**src/common/memBusPkg.sv**
```systemverilog
// Shared memory bus definitions
`default_nettype none

package memBusPkg;

	// requester slots on the arbiter, lower index wins
	localparam int NUM_REQ = 3;
	localparam int REQ_SRC1 = 0;
	localparam int REQ_SRC2 = 1;
	localparam int REQ_DEST = 2;

	localparam int MEM_WORDS = 64; // depth in 64-bit words
	localparam int MEM_IDX_BITS = $clog2(MEM_WORDS);
	localparam int WORD_OFFSET_BITS = 3; // byte offset inside a word is dropped

	typedef logic [MEM_IDX_BITS-1:0] memIdx;

endpackage

`default_nettype wire

```
**src/common/x86CorePkg.sv**
```systemverilog
// Core datapath widths
`default_nettype none

package x86CorePkg;

	// register values, RIP, displacements and addresses all share one width
	localparam int WORD_BITS = 64;

	localparam int LEN_BITS = 32; // instruction length and displacement length fields

	typedef logic [WORD_BITS-1:0] addrWord;

endpackage

`default_nettype wire

```
**src/memAccess/accessSequencer.sv**
```systemverilog
// Memory access sequencer
`default_nettype none
`timescale 1ns/1ps

module accessSequencer (
	input logic clk,
	input logic rst,
	input logic calcValidIn,
	input x86CorePkg::addrWord memoryAddressSrc1In,
	input x86CorePkg::addrWord memoryAddressSrc2In,
	input x86CorePkg::addrWord memoryAddressDestIn,
	input logic isMemoryAccessSrc1In,
	input logic isMemoryAccessSrc2In,
	input logic isMemoryAccessDestIn,
	input x86CorePkg::addrWord operand1ValIn,
	input x86CorePkg::addrWord operand2ValIn,
	input x86CorePkg::addrWord storeDataIn,
	input x86CorePkg::addrWord readDataIn,
	output x86CorePkg::addrWord memAddrOut,
	output logic memWriteOut,
	output x86CorePkg::addrWord memWriteDataOut,
	output logic busyOut,
	output logic doneOut,
	output x86CorePkg::addrWord operand1Out,
	output x86CorePkg::addrWord operand2Out,
	output x86CorePkg::addrWord memoryAddressSrc1Out,
	output x86CorePkg::addrWord memoryAddressSrc2Out,
	output x86CorePkg::addrWord memoryAddressDestOut
);
	import x86CorePkg::*;
	import memBusPkg::*;

	logic [NUM_REQ-1:0] reqVec;
	logic [NUM_REQ-1:0] grantVec;
	logic [NUM_REQ-1:0] finishedVec;
	logic [NUM_REQ-1:0] pending; // accesses still outstanding for this instruction
	logic busyR;
	logic startLoad1;
	logic startLoad2;
	logic startStore;
	logic finishNow;
	addrWord load1Addr;
	addrWord load2Addr;
	addrWord storeAddr;
	addrWord load1Data;
	addrWord load2Data;
	addrWord storeData;

	// the stage output is stable during the strobe, so starts come straight off it
	assign startLoad1 = calcValidIn && isMemoryAccessSrc1In;
	assign startLoad2 = calcValidIn && isMemoryAccessSrc2In;
	assign startStore = calcValidIn && isMemoryAccessDestIn;

	assign busyOut = calcValidIn || busyR; // covers the strobe cycle before busyR rises
	assign finishNow = busyR && !doneOut && (pending == '0);

	always_ff @(posedge clk) begin
		if (rst) begin
			busyR <= 1'b0;
			pending <= '0;
			doneOut <= 1'b0;
		end else begin
			doneOut <= finishNow;
			if (calcValidIn) begin
				busyR <= 1'b1;
				pending[REQ_SRC1] <= isMemoryAccessSrc1In;
				pending[REQ_SRC2] <= isMemoryAccessSrc2In;
				pending[REQ_DEST] <= isMemoryAccessDestIn;
			end else if (doneOut) begin
				busyR <= 1'b0; // busy drops after the done cycle
			end else begin
				pending <= pending & ~finishedVec;
			end
		end
	end

	// final operands pick loaded words only for memory sources
	always_ff @(posedge clk) begin
		if (finishNow) begin
			operand1Out <= isMemoryAccessSrc1In ? load1Data : operand1ValIn;
			operand2Out <= isMemoryAccessSrc2In ? load2Data : operand2ValIn;
			memoryAddressSrc1Out <= memoryAddressSrc1In;
			memoryAddressSrc2Out <= memoryAddressSrc2In;
			memoryAddressDestOut <= memoryAddressDestIn;
		end
	end

	operandLoader loadSrc1 (
		.clk(clk), .rst(rst), .startIn(startLoad1), .grantIn(grantVec[REQ_SRC1]),
		.addressIn(memoryAddressSrc1In), .readDataIn(readDataIn),
		.reqOut(reqVec[REQ_SRC1]), .addrOut(load1Addr), .dataOut(load1Data),
		.doneOut(finishedVec[REQ_SRC1])
	);

	operandLoader loadSrc2 (
		.clk(clk), .rst(rst), .startIn(startLoad2), .grantIn(grantVec[REQ_SRC2]),
		.addressIn(memoryAddressSrc2In), .readDataIn(readDataIn),
		.reqOut(reqVec[REQ_SRC2]), .addrOut(load2Addr), .dataOut(load2Data),
		.doneOut(finishedVec[REQ_SRC2])
	);

	resultStorer storeDest (
		.clk(clk), .rst(rst), .startIn(startStore), .grantIn(grantVec[REQ_DEST]),
		.addressIn(memoryAddressDestIn), .storeDataIn(storeDataIn),
		.reqOut(reqVec[REQ_DEST]), .addrOut(storeAddr), .writeDataOut(storeData),
		.doneOut(finishedVec[REQ_DEST])
	);

	busArbiter arb0 (
		.reqIn(reqVec), .addrSrc1In(load1Addr), .addrSrc2In(load2Addr),
		.addrDestIn(storeAddr), .writeDataIn(storeData), .grantOut(grantVec),
		.memAddrOut(memAddrOut), .memWriteOut(memWriteOut),
		.memWriteDataOut(memWriteDataOut)
	);

endmodule

`default_nettype wire

```
**src/memAccess/busArbiter.sv**
```systemverilog
// Fixed priority memory port arbiter
`default_nettype none
`timescale 1ns/1ps

module busArbiter (
	input logic [memBusPkg::NUM_REQ-1:0] reqIn,
	input x86CorePkg::addrWord addrSrc1In,
	input x86CorePkg::addrWord addrSrc2In,
	input x86CorePkg::addrWord addrDestIn,
	input x86CorePkg::addrWord writeDataIn,
	output logic [memBusPkg::NUM_REQ-1:0] grantOut,
	output x86CorePkg::addrWord memAddrOut,
	output logic memWriteOut,
	output x86CorePkg::addrWord memWriteDataOut
);
	import memBusPkg::*;

	// source loads win over the store so they see the old word
	always_comb begin
		grantOut = '0;
		if (reqIn[REQ_SRC1])
			grantOut[REQ_SRC1] = 1'b1;
		else if (reqIn[REQ_SRC2])
			grantOut[REQ_SRC2] = 1'b1;
		else if (reqIn[REQ_DEST])
			grantOut[REQ_DEST] = 1'b1;
	end

	always_comb begin
		if (grantOut[REQ_SRC1])
			memAddrOut = addrSrc1In;
		else if (grantOut[REQ_SRC2])
			memAddrOut = addrSrc2In;
		else if (grantOut[REQ_DEST])
			memAddrOut = addrDestIn;
		else
			memAddrOut = '0; // idle port
	end

	assign memWriteOut = grantOut[REQ_DEST]; // only the storer ever writes
	assign memWriteDataOut = writeDataIn;

endmodule

`default_nettype wire

```
**src/memAccess/operandLoader.sv**
```systemverilog
// Memory source operand loader
`default_nettype none
`timescale 1ns/1ps

module operandLoader (
	input logic clk,
	input logic rst,
	input logic startIn,
	input logic grantIn,
	input x86CorePkg::addrWord addressIn,
	input x86CorePkg::addrWord readDataIn,
	output logic reqOut,
	output x86CorePkg::addrWord addrOut,
	output x86CorePkg::addrWord dataOut,
	output logic doneOut
);
	import x86CorePkg::*;

	typedef enum logic [1:0] {stIdle, stWaitGrant, stCapture} loaderState;

	loaderState state;

	assign reqOut = (state == stWaitGrant); // held until the arbiter picks us

	always_ff @(posedge clk) begin
		if (rst) begin
			state <= stIdle;
			doneOut <= 1'b0;
		end else begin
			doneOut <= 1'b0;
			case (state)
				stIdle: if (startIn) state <= stWaitGrant;
				stWaitGrant: if (grantIn) state <= stCapture;
				stCapture: begin
					// read data from the grant cycle is on the bus now
					state <= stIdle;
					doneOut <= 1'b1;
				end
				default: state <= stIdle;
			endcase
		end
	end

	always_ff @(posedge clk) begin
		if (startIn && state == stIdle)
			addrOut <= addressIn;
		if (state == stCapture)
			dataOut <= readDataIn; // kept until the next load
	end

endmodule

`default_nettype wire

```
**src/memAccess/resultStorer.sv**
```systemverilog
// Destination store requester
`default_nettype none
`timescale 1ns/1ps

module resultStorer (
	input logic clk,
	input logic rst,
	input logic startIn,
	input logic grantIn,
	input x86CorePkg::addrWord addressIn,
	input x86CorePkg::addrWord storeDataIn,
	output logic reqOut,
	output x86CorePkg::addrWord addrOut,
	output x86CorePkg::addrWord writeDataOut,
	output logic doneOut
);
	logic pending;

	assign reqOut = pending;
	assign doneOut = pending && grantIn; // the write lands at the end of the grant cycle

	always_ff @(posedge clk) begin
		if (rst) begin
			pending <= 1'b0;
		end else if (startIn) begin
			pending <= 1'b1;
		end else if (grantIn) begin
			pending <= 1'b0;
		end
	end

	// address and data stay on the port side while the request waits
	always_ff @(posedge clk) begin
		if (startIn) begin
			addrOut <= addressIn;
			writeDataOut <= storeDataIn;
		end
	end

endmodule

`default_nettype wire

```
**config.mk**
```make
export PLATFORM = sky130hd
export DESIGN_NAME = accessSequencer
export DESIGN_NICKNAME = d
export VERILOG_FILES = /design/src/common/memBusPkg.sv /design/src/common/x86CorePkg.sv /design/src/memAccess/accessSequencer.sv /design/src/memAccess/busArbiter.sv /design/src/memAccess/operandLoader.sv /design/src/memAccess/resultStorer.sv
export SDC_FILE = /design/constraint.sdc
export NUM_CORES = 1
export LEC_CHECK = 0
export ABC_AREA = 1
export BUFFER_PORTS_ARGS = -buffer_cell sky130_fd_sc_hd__buf_2
export CAP_MARGIN = 0
export CORE_AREA = 2 2 351 353
export DETAILED_ROUTE_END_ITERATION = 12
export DIE_AREA = 0 0 353 355
export PLACE_DENSITY = 0.52
export SLEW_MARGIN = 30
export SYNTH_ARGS = -nofsm -noshare
export SYNTH_HDL_FRONTEND = slang
export SYNTH_SLANG_ARGS = --single-unit
```
**constraint.sdc**
```tcl
create_clock -name clk -period 15.2 [get_ports clk]
set_clock_uncertainty 0.15 [all_clocks]
set_input_delay 1.52 -clock clk [delete_from_list [all_inputs] [get_ports clk]]
set_output_delay 1.52 -clock clk [all_outputs]
set_load 0.1 [all_outputs]
```
* Yosys cells after proc, flatten, opt, wreduce, memory -nomap -nowiden
Index checks and enable logic that the tools add are counted.
Storage, ports and cells: register bits 716, bits of input ports 454, logic and storage cells 71, output and inout port bits 451
Cells by class: muxes and demuxes 24, equality and inequality tests 9, bitwise operators 2, reductions and logical operators 17
Operator list (count):
- $mux W64 | 5
- $mux W1 | 10
- $mux W2 | 5
- $logic_and A1 B1 Y1 | 8
- $ne A2 B1 Y1 const B | 4
- $pmux W2 S2 | 2
- $mux W3 | 2
- $eq A2 B1 Y1 const B | 2
- $eq A2 B2 Y1 const B | 2
- $logic_not A2 Y1 | 2
- $reduce_and A2 Y1 | 2
- $reduce_bool A2 Y1 | 2
- $and A3 B3 Y3 | 1
- $logic_not A3 Y1 | 1
- $not A3 Y3 | 1
- $ne A2 B2 Y1 const B | 1
- $logic_not A1 Y1 | 1
- $logic_or A1 B1 Y1 | 1

* Longest topological paths before layout
depth in word-level cells 8, depth in mapped cells 8

* Modules after synthesis
A second synthesis with hierarchy kept.
Unflattened totals: cells, all modules 1550, area total of the unflattened synthesis 25478.2 sq um
Modules (own cells, without submodules):
- accessSequencer | seq. area each 9709.3 sq um, times used 1, cells an instance 767, area each 11720.0 sq um
- operandLoader | seq. area each 3903.7 sq um, times used 2, cells an instance 143, area each 3957.5 sq um
- resultStorer | seq. area each 3863.7 sq um, times used 1, cells an instance 135, area each 3891.2 sq um
- busArbiter | seq. area each 0.0 sq um, times used 1, cells an instance 362, area each 1951.9 sq um

* Least setup slack after synthesis
OpenSTA, ideal clock, no wires.
path kind register -> register, start point register doneOut, end point register memoryAddressDestOut[0], enable pin, setup slack -0.205 ns, buffers on the path 0, period minus slack after synthesis 15.405 ns, stages on the path, launching flop included 4, required time 14.040 ns, arrival time 14.245 ns, cell sequence dfxtp_1 -> inv_1 -> nand2_1 -> nor2_1
Between the ends: word-level cells in the longest chain between the ends 3
Ends and longest elaborated chain:
- start: declaration | line accessSequencer.sv:23 | output logic doneOut,
- start signal: assignment | line accessSequencer.sv:63 | doneOut <= finishNow;
- $logic_not A1 Y1 | line accessSequencer.sv:55 | assign finishNow = busyR && !doneOut && (pending == '0);
- $logic_and A1 B1 Y1 (2 in series) | line accessSequencer.sv:55
- named net finishNow | line accessSequencer.sv:41 | logic finishNow;
- end signal: assignment | line accessSequencer.sv:84 | memoryAddressDestOut <= memoryAddressDestIn;
- end: declaration | line accessSequencer.sv:28 | output x86CorePkg::addrWord memoryAddressDestOut
The timed path passes the listed nets, and every way through them passes these cells. A chain may end at the register's enable or synchronous reset.

* Worst setup path after layout
start point register loadSrc1.state[1], end point output memAddrOut[2]
Between the ends: word-level cells in the longest chain between the ends 5
Ends and longest elaborated chain:
- start: declaration | line operandLoader.sv:21 | loaderState state;
- start signal: assignment | line operandLoader.sv:27 | state <= stIdle;
- start signal: assignment | line operandLoader.sv:32 | stIdle: if (startIn) state <= stWaitGrant;
- start signal: assignment | line operandLoader.sv:33 | stWaitGrant: if (grantIn) state <= stCapture;
- $eq A2 B1 Y1 (*) | line operandLoader.sv:23 | assign reqOut = (state == stWaitGrant);
- $mux W2 | line busArbiter.sv:21 | if (reqIn[REQ_SRC1])
- $mux W64 | line busArbiter.sv:34 | else if (grantOut[REQ_DEST])
- $mux W64 | line busArbiter.sv:32 | else if (grantOut[REQ_SRC2])
- $mux W64 (*) | line busArbiter.sv:30 | if (grantOut[REQ_SRC1])
- end: declaration | line accessSequencer.sv:19 | output x86CorePkg::addrWord memAddrOut,
Every way passes the cells marked *; elsewhere a longest branch is shown, timed or not.

==> reports/qor.yml <==
grt_usage_pct: 13.4
status: "complete, no violations"
crit_chain: "inv_2 > nand2_4 > inv_4 > nor2_8 > buf_4 > a22oi_1 > nand2_1 > buf_2"
clockBufferDepth: 3
final_antenna_net_count: 0
clock-root-buffer: "clkbuf_16"
max_freq_ghz: 0.194
drv_cap: 0
synth_edf_count: 704
power_leakage_nw: 12.7
areaGrowthSynthToFinish_pct: 36.5
hold_violations: 0
drtIter0Drc: 1098
syn_area_um2: 24600
synth_warnings: 0
dp_hpwl_um: 65500
vias: 14300
grt_pass1_wl_um: 117000
endpoint_kind: "primary output"
routedWlPerCell_um: 23.2
yosysMostFrequentCell: "edfxtp_1"
drt-pass1-iter-count: 5
yosysSeqAreaShare_pct: 86.9
overflow: 0
async_flop_share_pct: 0
clock_latency_ps: 650
die_w_um: 353
syn_inst: 1120
row_count: 128
grt_max_degree: 131
fin_tns_setup_ps: 0
ir_drop_mv: 0.0937
slew_headroom_pct: 29.3
post_cts_buffers: 0
wirelength_um: 87600
io_pins: 905
tritoncts: "built"
postSynthAreaPerCell_um2: 22.0
path_max_fanout: 52
initial_utilization_pct: 20.3
cts_sinks: 716
layout.area.seq_um2: 21400
synth_top_area_share_pct: 86.0
yosys-top-cells-count: "edfxtp_1, nand2_1, mux2_2"
fin_total_pwr_mw: 5.06
hold_buffers: 0
slew_violations: 0
multiInputGateArea_um2: 2880
num-fill-cells: 12500
numCtsBuffers: 81
period_needed_ps: 5170
synthTopCellsByArea: "edfxtp_1, mux2_2, a22oi_2"
cts-resized-gates: 0
dieArea_um2: 125000
ys_ff_latch: 716
grt_pass1_vias: 14600
synth_top_flop_cell: "edfxtp_1"
p_per_area_nw_per_um2: 151
critPathLaunchType: "flip-flop"
layout-drive-gt1-share_pct: 56.9
rsz0062_at_grt: "no"
cp.required_ps: 13530
core_area_um2: 121000
io_buffer_count: 904
synth_nets: 1574
synth_top_cell_by_area: "edfxtp_1"
synth_cell_type_count: 26
clk_pin_slew_worst_paths_ps: 60
holdWs_ps: 339
finalCritPeriodShare_pct: 34.0
drc_errors: 0
cp_slowest_cell: "buf_4"
tightest_slew_ps: 1060
via_per_inst: 3.80
cp_data_arrival_time_ps: 3500
slowest_delay_ps: 730
hp-class: "reg -> reg"
htree_levels: 3
gp_congestion: 0.856
fp.dieH_um: 355
nNetsFinal: 2543
antenna_found_initial: 22
setup-violations-final: 0
critical_path_class: "reg -> out"
[state kept, by name, summed over array words and instances, names as in the netlist, 2 cells and up]
name and cells:
loadSrc1.addrOut 64, loadSrc1.dataOut 64, loadSrc1.state 2, loadSrc2.addrOut 64, loadSrc2.dataOut 64, loadSrc2.state 2, memoryAddressDestOut 64, memoryAddressSrc1Out 64
memoryAddressSrc2Out 64, operand1Out 64, operand2Out 64, pending 3, storeDest.addrOut 64, storeDest.writeDataOut 64
[cell type report]
class                      instances  share of cell area (%)
inverter                           9                   0.134
sequential                       716                    63.7
timing repair buffer             921                    13.9
antenna                            2                  0.0149
tap                             1625                    6.06
multi-input combinational        360                    8.58
clock inverter                    48                    1.48
clock buffer                      92                    6.16
[routing by layer]
layer	up-vias	GRT usage, %	wire, um
li1	6338	-	-
met1	7067	15.3	32700
met2	781	22.9	43500
met3	137	5.53	9280
met4	4	3.92	2030
met5	-	0	25
[layout by cell type (no fill, tap or decap), types with 5 or more instances in the layout]
master     netlist  layout
a21oi_1          5       5
a22oi_1         15      15
a22oi_2         47      47
buf_2           11     902
buf_4            9      18
bufinv_16        0       8
clkbuf_1         1      11
clkbuf_16        0      81
clkinv_1         0      17
clkinv_2         0       9
dfxtp_1         12      12
edfxtp_1       704     704
inv_6            0       6
mux2_2         128     128
nand2_1        139     139
nand3_1          6       6
[worst paths after layout]
kind                                   from                                  to  slack [ps]  cells after the start
max          loadSrc1.state[1]$_SDFFE_PP0P_                       memAddrOut[2]       10030                      8
min                 pending[0]$_SDFFE_PP0P_             pending[0]$_SDFFE_PP0P_         340                      2
max reg2reg              doneOut$_SDFF_PP0_  memoryAddressSrc1Out[42]$_DFFE_PP_       11080                      6
min reg2reg         pending[0]$_SDFFE_PP0P_             pending[0]$_SDFFE_PP0P_         340                      2
[kinds of logic after synthesis]
kind of cell / share of synthesized area [%]
mux: 5.86
buf+inv: 1.50
flops: 86.9
simple gates: 2.74
compound gates: 2.97
[stage by stage]
stage,util (%),worst slack [ps],instances,instance area [um^2]
floorplan,-,5210,1120,24600
global placement,25.5,10620,3631,31000
detailed placement,25.5,10690,3631,31000
CTS,27.7,9930,3771,33600
global route,27.7,9820,3771,33600
finish,27.7,10030,3773,33600
[critical path: cells and delay by family, from the launching register on]
kind	cells	cell delay [ps]
simple gates	3	640
compound gates	1	170
flops	1	410
buf+inv	4	1450
[power breakdown]
part           switching [mW]  total (mW)  internal [mW]
registers              0.0347        2.32           2.29
clock network           0.813        1.93           1.12
logic                   0.691       0.813          0.122
No activity file was read; power rests on OpenSTA's default activity.
